$ cat src/source/fabric_cfg.svh
`ifndef FABRIC_CFG_SVH
`define FABRIC_CFG_SVH

// ***************************************************************************
// address map.
// ***************************************************************************

`define ITIM_BASE 32'h0000_0000
`define ITIM_SIZE 32'h0000_0400

`define DTIM_BASE 32'h0001_0000
`define DTIM_SIZE 32'h0000_0400

`define CLINT_BASE 32'h0200_0000
`define CLINT_SIZE 32'h0001_0000

`define RAM_BASE 32'h8000_0000
`define RAM_SIZE 32'h0000_0400

// words per memory.
`define TIM_WORDS 256

// clocks per mtime increment.
`define CLINT_TICK 4

`endif

$ cat src/source/fabric_pkg.sv
package fabric_pkg;

  // data and address word.
  typedef logic [31:0] word_t;

  // byte enables, all zero is a read.
  typedef logic [3:0] strb_t;

  // peripheral arbiter states.
  typedef enum logic [1:0] {
    arb_idle,
    arb_instr,
    arb_data
  } arb_state_t;

  // owner of a pending tim response.
  typedef enum logic {
    route_instr,
    route_data
  } route_t;

endpackage

$ cat src/source/mem_bus_if.sv
`timescale 1ns/1ps

interface mem_bus_if;

  logic valid;
  fabric_pkg::word_t addr;
  fabric_pkg::word_t wdata;
  fabric_pkg::strb_t strb;
  logic ready;
  fabric_pkg::word_t rdata;

  modport requester (
    output valid,
    output addr,
    output wdata,
    output strb,
    input  ready,
    input  rdata
  );

  modport responder (
    input  valid,
    input  addr,
    input  wdata,
    input  strb,
    output ready,
    output rdata
  );

endinterface

$ cat src/source/clint.sv
`timescale 1ns/1ps

`include "fabric_cfg.svh"

module clint #(
  parameter int tick = `CLINT_TICK
) (
  input logic clock,
  input logic reset,
  mem_bus_if.responder bus,
  output logic msip,
  output logic mtip
);

  localparam int cw = (tick > 1) ? $clog2(tick) : 1;

  localparam logic [15:0] off_msip       = 16'h0000;
  localparam logic [15:0] off_mtimecmp_l = 16'h4000;
  localparam logic [15:0] off_mtimecmp_h = 16'h4004;
  localparam logic [15:0] off_mtime_l    = 16'hbff8;
  localparam logic [15:0] off_mtime_h    = 16'hbffc;

  logic [cw-1:0] div_q;
  logic [63:0] mtime;
  logic [63:0] mtimecmp;
  logic msip_q;
  logic ready_q;
  fabric_pkg::word_t rdata_q;
  logic wr;

  function automatic fabric_pkg::word_t merge(fabric_pkg::word_t old_word,
                                              fabric_pkg::word_t new_word,
                                              fabric_pkg::strb_t strb);
    fabric_pkg::word_t result;
    result = old_word;
    for (int b = 0; b < 4; b++) begin
      if (strb[b]) result[8*b +: 8] = new_word[8*b +: 8];
    end
    return result;
  endfunction

  assign wr = bus.valid && (bus.strb != '0);

  always_ff @(posedge clock) begin
    if (!reset) begin
      div_q    <= '0;
      mtime    <= '0;
      mtimecmp <= '1;
      msip_q   <= 1'b0;
      ready_q  <= 1'b0;
    end else begin
      ready_q <= bus.valid;
      if (div_q == cw'(tick - 1)) begin
        div_q <= '0;
        mtime <= mtime + 64'd1;
      end else begin
        div_q <= div_q + 1'b1;
      end
      if (wr) begin
        case (bus.addr[15:0])
          off_msip:       if (bus.strb[0]) msip_q <= bus.wdata[0];
          off_mtimecmp_l: mtimecmp[31:0]  <= merge(mtimecmp[31:0], bus.wdata, bus.strb);
          off_mtimecmp_h: mtimecmp[63:32] <= merge(mtimecmp[63:32], bus.wdata, bus.strb);
          default: ;
        endcase
      end
    end
  end

  // unknown offsets read as zero.
  always_ff @(posedge clock) begin
    if (bus.valid) begin
      case (bus.addr[15:0])
        off_msip:       rdata_q <= {31'b0, msip_q};
        off_mtimecmp_l: rdata_q <= mtimecmp[31:0];
        off_mtimecmp_h: rdata_q <= mtimecmp[63:32];
        off_mtime_l:    rdata_q <= mtime[31:0];
        off_mtime_h:    rdata_q <= mtime[63:32];
        default:        rdata_q <= '0;
      endcase
    end
  end

  assign bus.ready = ready_q;
  assign bus.rdata = rdata_q;
  assign msip = msip_q;
  assign mtip = (mtime >= mtimecmp);

  // registers are whole words.
  a_aligned: assert property (
    @(posedge clock) disable iff (!reset)
    bus.valid |-> bus.addr[1:0] == 2'b00
  );

endmodule

$ cat src/flat_wrapper.sv
// flat-port wrapper written by rule: the top's interface ports become plain ports
module clint_flat 
#(
  parameter int tick = `CLINT_TICK
)
  (clock, reset, msip, mtip, bus_valid, bus_addr, bus_wdata, bus_strb, bus_ready, bus_rdata);
  mem_bus_if bus_i ();
  input logic clock;
  input logic reset;
  output logic msip;
  output logic mtip;
  input wire logic [$bits(bus_i.valid)-1:0] bus_valid;
  input wire logic [$bits(bus_i.addr)-1:0] bus_addr;
  input wire logic [$bits(bus_i.wdata)-1:0] bus_wdata;
  input wire logic [$bits(bus_i.strb)-1:0] bus_strb;
  output wire logic [$bits(bus_i.ready)-1:0] bus_ready;
  output wire logic [$bits(bus_i.rdata)-1:0] bus_rdata;
  assign bus_i.valid = bus_valid;
  assign bus_i.addr = bus_addr;
  assign bus_i.wdata = bus_wdata;
  assign bus_i.strb = bus_strb;
  assign bus_ready = bus_i.ready;
  assign bus_rdata = bus_i.rdata;
  clint #(.tick(tick)) u_core (.clock(clock), .reset(reset), .bus(bus_i), .msip(msip), .mtip(mtip));
endmodule
$ cat config.mk
export PLATFORM = sky130hd
export DESIGN_NAME = clint_flat
export DESIGN_NICKNAME = d
export VERILOG_FILES = /design/src/source/fabric_pkg.sv /design/src/source/mem_bus_if.sv /design/src/source/clint.sv /design/src/flat_wrapper.sv
export VERILOG_INCLUDE_DIRS = /design/src /design/src/source
export SDC_FILE = /design/constraint.sdc
export NUM_CORES = 1
export LEC_CHECK = 0
export BUFFER_PORTS_ARGS = -buffer_cell sky130_fd_sc_hd__buf_2
export CAP_MARGIN = 20
export CORE_MARGIN = 5
export CORE_UTILIZATION = 40
export CTS_CLUSTER_DIAMETER = 80
export DETAILED_ROUTE_END_ITERATION = 10
export SLEW_MARGIN = 30
export SYNTH_ARGS = -nofsm -noshare
export SYNTH_HDL_FRONTEND = slang
export SYNTH_SLANG_ARGS = --single-unit
$ cat constraint.sdc
create_clock -name clock -period 5.75 [get_ports clock]
set_input_delay 1.15 -clock clock [delete_from_list [all_inputs] [get_ports clock]]
set_output_delay 1.15 -clock clock [all_outputs]
set_load 0.05 [all_outputs]
==> impl_metrics.toml <==
[yosys]
synthDominantCellAreaShare_pct = 30.1
yosysSeqAreaShare_pct = 41.0
synthArstFlopShare_pct = 0
synth_cell_types = 54
synth_cells = 989
ys_warn_count = 0
synthFlopType = "dfxtp_1"
synth.area.top_cells = "dfxtp_1, edfxtp_1, ha_1"
synth_top_cell_by_area = "dfxtp_1"
ys_seq_elements = 164
syn_area_per_cell_um2 = 8.88
synth_edf_count = 32
synth.most_common_cell = "nand2_1"
syn-num-nets = 1126
synthTopCellsByCount = "nand2_1, dfxtp_1, inv_1"
netlist_area_um2 = 8780

[drt]
drtIter0Drc = 617
wl_mm = 22.8
drc = 0
wire_per_inst_um = 17.0
num_vias = 7367
firstDrtPassIters = 6
viasPerCell = 5.48
antenna_left = 0

[floorplanning]
initial_utilization_pct = 40.5
die_h_um = 158
ios = 106
rows = 54
chipWidth_um = 158
design.die.area_um2 = 25000
core-area_um2 = 21700

[clock_tree]
cts_buffers = 17
clk_pin_slew_ps = 60
cts_resized = 0
root_buffer = "clkbuf_16"
clock_path_buffers = 2
clock_latency_ps = 430
postCtsSetupBuffers = 0
hold_buffers = 0
cts_htree_levels = 4
cts.sinks = 164
cts_tree = "yes"

[power_and_ir_drop]
leakagePower_nw = 4.63
power.density_nw_per_um2 = 244
vdd_drop_max_mv = 0.208
total_power_mw = 2.45

[layout]
final_nets = 1188
diodes = 0
area_growth_pct = 14.2
drive_gt1_share_pct = 13.3

[timing]
fin_setup_tns_ps = 0
post-route-min-period_ps = 4390
finalSetupViolCount = 0
finalCritPeriodShare_pct = 76.3
slew_headroom_pct = 28.7
worstMarginPinSlew_ps = 1060
drv_slew = 0
hold_violations = 0
rsz0062_at_grt = "no"
max_freq_mhz = 228
skew_ps = 10.4

[setup_path]
crit_path_end_kind = "primary output"
arrival_ps = 3240
crit_fanout = 8
worstSetupPathType = "flip-flop to primary output"
cp-startpoint = "u_core.mtime[15]"
crit_path_start_kind = "flip-flop"
crit_required_ps = 4600
worstReg2RegStart = "u_core.div_q[0]"

[global_route]
grt_pass1_wl_mm = 36.9
antenna_found_initial = 0
grt_pass1_vias = 7033
groute.usage.overall_pct = 18.4
grt_max_degree = 98
grt.overflow.total = 0

[place]
portBuffers = 89
hpwlAfterDp_mm = 16.6
gp_congestion = 0.851

[run_status]
status = "finished clean"

[min_path]
min_from = "u_core.div_q[0]"
hold_class = "flip-flop to flip-flop"

[flow_run]
drv_cap = 0
==> final timing paths <==
kind,end,slack [ps],cells after the start
max,mtip,1360,8
min,u_core.div_q[0],430,1
max reg2reg,u_core.mtime[39],2590,7
min reg2reg,u_core.div_q[0],430,1
==> per-layer routing <==
layer | up-vias | share of wire, % | GRT usage [%]
met1 | 3470 | 48 | 25.7
met4 | 0 | 1.2 | 4.75
met3 | 21 | 5.0 | 3.14
li1 | 3703 | - | -
met5 | - | 0 | 0
met2 | 173 | 46 | 29.7
==> state kept, by name (all words and copies together), names as in the netlist <==
name and cells:
u_core.msip 1, u_core.bus.rdata 32, u_core.mtime 64, u_core.bus.ready 1, u_core.mtimecmp 64, u_core.div_q 2
==> cells by family after synthesis <==
| family | after synthesis | share of synthesized area, % |
|---|---|---|
| AOI/OAI and AO/OA | 170 | 14.6 |
| muxes | 2 | 0.228 |
| xor gates and xnor gates | 52 | 5.19 |
| and+or+nand+nor | 411 | 23.8 |
| buffers and inverters | 124 | 5.70 |
| DFF | 164 | 41.0 |
| adders and majority gates | 66 | 9.40 |
==> cell type report <==
| cell class | instances | area, µm² |
|---|---|---|
| fill | 2068 | 11700 |
| multi-input combinational | 701 | 4700 |
| sequential | 164 | 3600 |
| timing repair buffer | 97 | 508 |
| clock buffer | 23 | 478 |
| tap | 280 | 350 |
| inverter | 70 | 263 |
| clock inverter | 9 | 128 |
==> power by group <==
group	internal (mW)	switching, mW
Combinational	0.0261	0.0626
Sequential	1.18	0.00359
Clock	0.716	0.461
==> worst max-delay path, stage by stage (launching register included) <==
cell     delay [ps]
dfxtp_1         450
ha_1            370
nand4_1         140
nor3_1          330
or4b_2          650
a31oi_1         230
o41ai_1         100
a21oi_1         240
buf_2           310
==> cells in the final DEF (no fill, tap or decap), types with 15 or more instances in the layout <==
master     count
a21oi_1       27
a222oi_1      31
and2_1        53
and3_1        20
buf_2         88
clkbuf_16     17
dfxtp_1      132
edfxtp_1      32
ha_1          66
inv_1         70
nand2_1      176
nand3_1       38
nand4_1       35
nor2_1        16
nor4_1        16
o211ai_1      67
xnor2_1       37
xor2_1        15
==> per-stage QoR <==
stage,instance area (µm²),std cells,worst slack [ps],hold slack (ps),util (%)
2_1_floorplan,8780,989,2030,403,-
3_3_place_gp,9420,1312,1800,412,43.4
3_5_place_dp,9420,1312,1810,416,43.4
4_1_cts,10000,1344,1340,429,46.2
5_1_grt,10000,1344,1270,459,46.2
6_report,10000,1344,1360,426,46.2
Power figures use the tool's default switching activity.
