File: src/source/fabric_cfg.svh
`ifndef FABRIC_CFG_SVH
`define FABRIC_CFG_SVH

// ***************************************************************************
// address map.
// ***************************************************************************

`define ITIM_BASE 32'h0000_0000
`define ITIM_SIZE 32'h0000_0400

`define DTIM_BASE 32'h0001_0000
`define DTIM_SIZE 32'h0000_0400

`define CLINT_BASE 32'h0200_0000
`define CLINT_SIZE 32'h0001_0000

`define RAM_BASE 32'h8000_0000
`define RAM_SIZE 32'h0000_0400

// words per memory.
`define TIM_WORDS 256

// clocks per mtime increment.
`define CLINT_TICK 4

`endif

File: src/source/fabric_pkg.sv
package fabric_pkg;

  // data and address word.
  typedef logic [31:0] word_t;

  // byte enables, all zero is a read.
  typedef logic [3:0] strb_t;

  // peripheral arbiter states.
  typedef enum logic [1:0] {
    arb_idle,
    arb_instr,
    arb_data
  } arb_state_t;

  // owner of a pending tim response.
  typedef enum logic {
    route_instr,
    route_data
  } route_t;

endpackage

File: src/source/mem_bus_if.sv
`timescale 1ns/1ps

interface mem_bus_if;

  logic valid;
  fabric_pkg::word_t addr;
  fabric_pkg::word_t wdata;
  fabric_pkg::strb_t strb;
  logic ready;
  fabric_pkg::word_t rdata;

  modport requester (
    output valid,
    output addr,
    output wdata,
    output strb,
    input  ready,
    input  rdata
  );

  modport responder (
    input  valid,
    input  addr,
    input  wdata,
    input  strb,
    output ready,
    output rdata
  );

endinterface

File: src/source/arbiter.sv
`timescale 1ns/1ps

module arbiter (
  input logic clock,
  input logic reset,
  mem_bus_if.responder instr_bus,
  mem_bus_if.responder data_bus,
  mem_bus_if.requester per_bus
);

  fabric_pkg::arb_state_t state;
  fabric_pkg::arb_state_t state_next;

  logic instr_pend;
  fabric_pkg::word_t instr_addr_q;
  fabric_pkg::word_t instr_wdata_q;
  fabric_pkg::strb_t instr_strb_q;

  logic data_pend;
  fabric_pkg::word_t data_addr_q;
  fabric_pkg::word_t data_wdata_q;
  fabric_pkg::strb_t data_strb_q;

  // ***************************************************************************
  // one pending latch per side.
  // ***************************************************************************

  always_ff @(posedge clock) begin
    if (instr_bus.valid) begin
      instr_addr_q  <= instr_bus.addr;
      instr_wdata_q <= instr_bus.wdata;
      instr_strb_q  <= instr_bus.strb;
    end
    if (data_bus.valid) begin
      data_addr_q  <= data_bus.addr;
      data_wdata_q <= data_bus.wdata;
      data_strb_q  <= data_bus.strb;
    end
  end

  always_ff @(posedge clock) begin
    if (!reset) begin
      instr_pend <= 1'b0;
      data_pend  <= 1'b0;
      state      <= fabric_pkg::arb_idle;
    end else begin
      if (instr_bus.valid) begin
        instr_pend <= 1'b1;
      end else if (instr_bus.ready) begin
        instr_pend <= 1'b0;
      end
      if (data_bus.valid) begin
        data_pend <= 1'b1;
      end else if (data_bus.ready) begin
        data_pend <= 1'b0;
      end
      state <= state_next;
    end
  end

  // ***************************************************************************
  // grant and issue.
  // ***************************************************************************

  always_comb begin
    state_next = state;
    case (state)
      fabric_pkg::arb_idle: begin
        if (instr_pend) begin
          state_next = fabric_pkg::arb_instr;
        end else if (data_pend) begin
          state_next = fabric_pkg::arb_data;
        end
      end
      fabric_pkg::arb_instr, fabric_pkg::arb_data: begin
        // the other side, if pending, is issued from idle next cycle.
        if (per_bus.ready) begin
          state_next = fabric_pkg::arb_idle;
        end
      end
      default: state_next = fabric_pkg::arb_idle;
    endcase
  end

  // instr wins when both are pending.
  assign per_bus.valid = (state == fabric_pkg::arb_idle) && (instr_pend || data_pend);
  assign per_bus.addr  = instr_pend ? instr_addr_q : data_addr_q;
  assign per_bus.wdata = instr_pend ? instr_wdata_q : data_wdata_q;
  assign per_bus.strb  = instr_pend ? instr_strb_q : data_strb_q;

  assign instr_bus.ready = (state == fabric_pkg::arb_instr) && per_bus.ready;
  assign instr_bus.rdata = per_bus.rdata;
  assign data_bus.ready  = (state == fabric_pkg::arb_data) && per_bus.ready;
  assign data_bus.rdata  = per_bus.rdata;

  // a peripheral answers only a request that was issued.
  a_answer: assert property (
    @(posedge clock) disable iff (!reset)
    per_bus.ready |-> (state != fabric_pkg::arb_idle)
  );

  a_instr_free: assert property (
    @(posedge clock) disable iff (!reset)
    instr_bus.valid |-> !instr_pend
  );

  a_data_free: assert property (
    @(posedge clock) disable iff (!reset)
    data_bus.valid |-> !data_pend
  );

endmodule

File: src/flat_wrapper.sv
// flat-port wrapper written by rule: the top's interface ports become plain ports
module arbiter_flat 
  (clock, reset, instr_bus_valid, instr_bus_addr, instr_bus_wdata, instr_bus_strb, instr_bus_ready, instr_bus_rdata, data_bus_valid, data_bus_addr, data_bus_wdata, data_bus_strb, data_bus_ready, data_bus_rdata, per_bus_valid, per_bus_addr, per_bus_wdata, per_bus_strb, per_bus_ready, per_bus_rdata);
  mem_bus_if instr_bus_i ();
  mem_bus_if data_bus_i ();
  mem_bus_if per_bus_i ();
  input logic clock;
  input logic reset;
  input wire logic [$bits(instr_bus_i.valid)-1:0] instr_bus_valid;
  input wire logic [$bits(instr_bus_i.addr)-1:0] instr_bus_addr;
  input wire logic [$bits(instr_bus_i.wdata)-1:0] instr_bus_wdata;
  input wire logic [$bits(instr_bus_i.strb)-1:0] instr_bus_strb;
  output wire logic [$bits(instr_bus_i.ready)-1:0] instr_bus_ready;
  output wire logic [$bits(instr_bus_i.rdata)-1:0] instr_bus_rdata;
  input wire logic [$bits(data_bus_i.valid)-1:0] data_bus_valid;
  input wire logic [$bits(data_bus_i.addr)-1:0] data_bus_addr;
  input wire logic [$bits(data_bus_i.wdata)-1:0] data_bus_wdata;
  input wire logic [$bits(data_bus_i.strb)-1:0] data_bus_strb;
  output wire logic [$bits(data_bus_i.ready)-1:0] data_bus_ready;
  output wire logic [$bits(data_bus_i.rdata)-1:0] data_bus_rdata;
  output wire logic [$bits(per_bus_i.valid)-1:0] per_bus_valid;
  output wire logic [$bits(per_bus_i.addr)-1:0] per_bus_addr;
  output wire logic [$bits(per_bus_i.wdata)-1:0] per_bus_wdata;
  output wire logic [$bits(per_bus_i.strb)-1:0] per_bus_strb;
  input wire logic [$bits(per_bus_i.ready)-1:0] per_bus_ready;
  input wire logic [$bits(per_bus_i.rdata)-1:0] per_bus_rdata;
  assign instr_bus_i.valid = instr_bus_valid;
  assign instr_bus_i.addr = instr_bus_addr;
  assign instr_bus_i.wdata = instr_bus_wdata;
  assign instr_bus_i.strb = instr_bus_strb;
  assign instr_bus_ready = instr_bus_i.ready;
  assign instr_bus_rdata = instr_bus_i.rdata;
  assign data_bus_i.valid = data_bus_valid;
  assign data_bus_i.addr = data_bus_addr;
  assign data_bus_i.wdata = data_bus_wdata;
  assign data_bus_i.strb = data_bus_strb;
  assign data_bus_ready = data_bus_i.ready;
  assign data_bus_rdata = data_bus_i.rdata;
  assign per_bus_valid = per_bus_i.valid;
  assign per_bus_addr = per_bus_i.addr;
  assign per_bus_wdata = per_bus_i.wdata;
  assign per_bus_strb = per_bus_i.strb;
  assign per_bus_i.ready = per_bus_ready;
  assign per_bus_i.rdata = per_bus_rdata;
  arbiter u_core (.clock(clock), .reset(reset), .instr_bus(instr_bus_i), .data_bus(data_bus_i), .per_bus(per_bus_i));
endmodule
File: config.mk
export PLATFORM = sky130hd
export DESIGN_NAME = arbiter_flat
export DESIGN_NICKNAME = d
export VERILOG_FILES = /design/src/source/fabric_cfg.svh /design/src/source/fabric_pkg.sv /design/src/source/mem_bus_if.sv /design/src/source/arbiter.sv /design/src/flat_wrapper.sv
export SDC_FILE = /design/constraint.sdc
export NUM_CORES = 1
export LEC_CHECK = 0
export BUFFER_PORTS_ARGS = -buffer_cell sky130_fd_sc_hd__buf_4
export CAP_MARGIN = 20
export CORE_MARGIN = 3
export CORE_UTILIZATION = 28
export CTS_CLUSTER_SIZE = 40
export DETAILED_ROUTE_END_ITERATION = 8
export GPL_TIMING_DRIVEN = 0
export SYNTH_ARGS = -nofsm -noshare
export SYNTH_HDL_FRONTEND = slang
export SYNTH_SLANG_ARGS = --single-unit
File: constraint.sdc
create_clock -name clock -period 2.3 [get_ports clock]
set_input_delay 0.115 -clock clock [delete_from_list [all_inputs] [get_ports clock]]
set_output_delay 0.115 -clock clock [all_outputs]
set_load 0.01 [all_outputs]
==> results.json <==
{
  "status": "completed",
  "synth_cells": 305,
  "ys_warn_count": 0,
  "skew_ps": 5.43,
  "vdd_drop_max_mv": 0.391,
  "cts_tree": "done",
  "r2r_slack_ps": 990,
  "drive_gt1_share_pct": 59.4,
  "place_congestion": 0.774,
  "drv_slew": 0,
  "min_period_over_period_pct": 74.5,
  "htreeDepth": 4,
  "die_w_um": 152,
  "viasPerCell": 4.01,
  "num-fill-cells": 1714,
  "portBuffers": 275,
  "antenna_found_initial": 0,
  "synthTopCellsByArea": "edfxtp_1 69%, mux2_4 17%, buf_4 8.1%",
  "critical_path_arrival_ps": 1600,
  "power_density_nw_per_um2": 704,
  "relSlewSlack_pct": 34.2,
  "dp.cells": 850,
  "post-cts-setup-buffers": 0,
  "syn-cell-area_um2": 5960,
  "cts_buffer_depth": 2,
  "grt_pass1_wl_mm": 24.0,
  "fin_setup_tns_ps": 0,
  "clk_latency_ps": 410,
  "core_um2": 20600,
  "finalPower_mw": 7.29,
  "die_area_um2": 23100,
  "finalSetupViolCount": 0,
  "dp_hpwl_mm": 10.2,
  "grt_max_degree": 70,
  "hold_violations": 0,
  "clock_sinks": 140,
  "path_clk_slew_ps": 60,
  "max-cap-violations": 0,
  "worst_ep_required_time_ps": 2180,
  "maxClockFrequency_ghz": 0.583,
  "worstHoldStart": "per_bus_ready",
  "routed_wl_mm": 15.6,
  "preCtsSetupSlack_ps": 977,
  "path_max_fanout": 10,
  "holdPathEnd": "u_core.instr_pend$_SDFFE_PN0P_",
  "die_h_um": 152,
  "antennaDiodeCount": 0,
  "io_pins": 308,
  "whs_ps": 98.5,
  "worstHoldPathType": "in2reg",
  "wl_per_cell_um": 15.3,
  "cts_resized": 0,
  "endpoint_kind": "output pin",
  "worst_pin_slew_ps": 987,
  "p_leak_nw": 4.53,
  "ys_types": 17,
  "synth_nets": 481,
  "grt_pass1_vias": 4627,
  "startpoint_type": "register",
  "final_common_cell": "buf_4",
  "hold_depth": 4,
  "min_period_ps": 1710,
  "synth_top_area_share_pct": 68.5,
  "reg2reg_depth": 5,
  "rsz0062_at_grt": "no",
  "worst_slack_ps": 586,
  "cts_root_buffer": "clkbuf_16",
  "cp_slowest_cell": "dfxtp_1",
  "worstSetupPathType": "reg2out",
  "layout_common_cells": "339 x buf_4, 137 x dlygate4sd3_1, 136 x edfxtp_1",
  "cp_slowest_stage_delay_ps": 320,
  "crit_chain": "buf_6, buf_8, mux2_4, buf_4",
  "numCtsBuffers": 17,
  "drc": 0,
  "r2r-start": "u_core.state[0]$_SDFFE_PN0P_",
  "rows": 52,
  "vias": 4089,
  "instances_no_fill": 1019,
  "synth_seq_area_share_pct": 69.9,
  "drt-initial-drc-count": 131,
  "gr-total-overflow": 0,
  "r2r-end": "u_core.state[0]$_SDFFE_PN0P_",
  "avgSynthCellArea_um2": 19.5,
  "initial_core_util_pct": 29.0,
  "synth_area_leader_cell": "edfxtp_1",
  "dr.pass1.iters": 4,
  "nets": 912,
  "ys_ff_latch": 140,
  "postRouteAntennaNets": 0,
  "grt_usage_pct": 13.1,
  "area_delta_synth_final_pct": 73.7
}
==> routing by layer <==
layer / share of wire (%) / GRT usage [%] / up-vias / wire length [um]
li1: - / - / 1934 / -
met5: 0 / 0 / - / 0
met2: 54 / 24.1 / 181 / 8470
met4: 0.49 / 3.55 / 0 / 77
met1: 38 / 14.0 / 1968 / 5970
met3: 6.7 / 5.09 / 6 / 1050
==> through the flow <==
| stage | area (um2) | util, % |
|---|---|---|
| after floorplan | 5960 | - |
| after global placement | 8360 | 40.7 |
| after detailed placement | 8360 | 40.7 |
| after CTS | 10400 | 50.3 |
| after global routing | 10400 | 50.3 |
| final | 10400 | 50.3 |
==> registers in the layout (all words and copies together) (netlist names) <==
name and flops:
u_core.data_addr_q 32, u_core.data_wdata_q 32, u_core.instr_pend 1, u_core.instr_addr_q 32
u_core.instr_strb_q 4, u_core.data_pend 1, u_core.data_strb_q 4, u_core.state 2
u_core.instr_wdata_q 32
==> how the worst max path moves through the flow <==
stage / slack (ps) / to / start
final: 590 / per_bus_addr[20] / u_core.instr_pend$_SDFFE_PN0P_
after CTS: 560 / per_bus_wdata[25] / u_core.instr_pend$_SDFFE_PN0P_
after global placement: 1010 / per_bus_addr[23] / u_core.instr_pend$_SDFFE_PN0P_
after global routing: 510 / per_bus_addr[20] / u_core.instr_pend$_SDFFE_PN0P_
after detailed placement: 980 / u_core.data_addr_q[27]$_DFFE_PP_ / data_bus_valid
after floorplan: 1180 / u_core.state[1]$_SDFFE_PN0P_ / u_core.state[0]$_SDFFE_PN0P_
==> cell type report <==
| type | count | area (um2) | area share, % |
|---|---|---|---|
| sequential | 140 | 4160 | 40.2 |
| clock buffer | 18 | 429 | 4.15 |
| inverter | 5 | 18.8 | 0.181 |
| buffer | 72 | 627 | 6.06 |
| clock inverter | 14 | 190 | 1.84 |
| tap | 270 | 338 | 3.26 |
| multi-input combinational | 88 | 1150 | 11.1 |
| timing repair buffer | 412 | 3440 | 33.2 |
==> kinds of logic (layout without fill, tap and decap cells) <==
family,after synthesis,in the layout,synth area share [%]
multiplexers,68,68,17.1
flip-flops,140,140,69.9
AND/OR/NAND/NOR,10,10,0.882
buffers and inverters,77,521,10.8
AO/OA/AOI/OAI,7,7,0.630
adder cells (fa/ha/maj),3,3,0.630
==> worst max-delay path, delay by kind of cell, from the launching register on <==
family | cells | cell delay, ps
mux | 1 | 320
flops | 1 | 320
buf+inv | 3 | 550
==> synth_stat cells <==
library cell    n
a21oi_1         4
buf_12          6
buf_4          64
buf_6           1
buf_8           1
dfxtp_1         4
edfxtp_1      136
ha_1            3
inv_1           5
mux2_4         68
nand2_1         3
nand2b_1        1
nand4_1         1
nor2_1          1
nor2b_1         4
o21a_1          1
o21ai_0         2
==> timing repair <==
item,in CTS,in global routing
hold buffers,137,0
endpoints found under the hold margin,139,0
setup endpoints to repair,0,0
==> where the power goes <==
| group | internal [mW] | total (mW) | switching [mW] |
|---|---|---|---|
| sequential | 3.03 | 3.08 | 0.0586 |
| clock | 1.82 | 2.88 | 1.06 |
| combinational | 0.855 | 1.32 | 0.462 |
| total | 5.70 | 7.29 | 1.59 |
No activity file was read; power rests on OpenSTA's default activity.
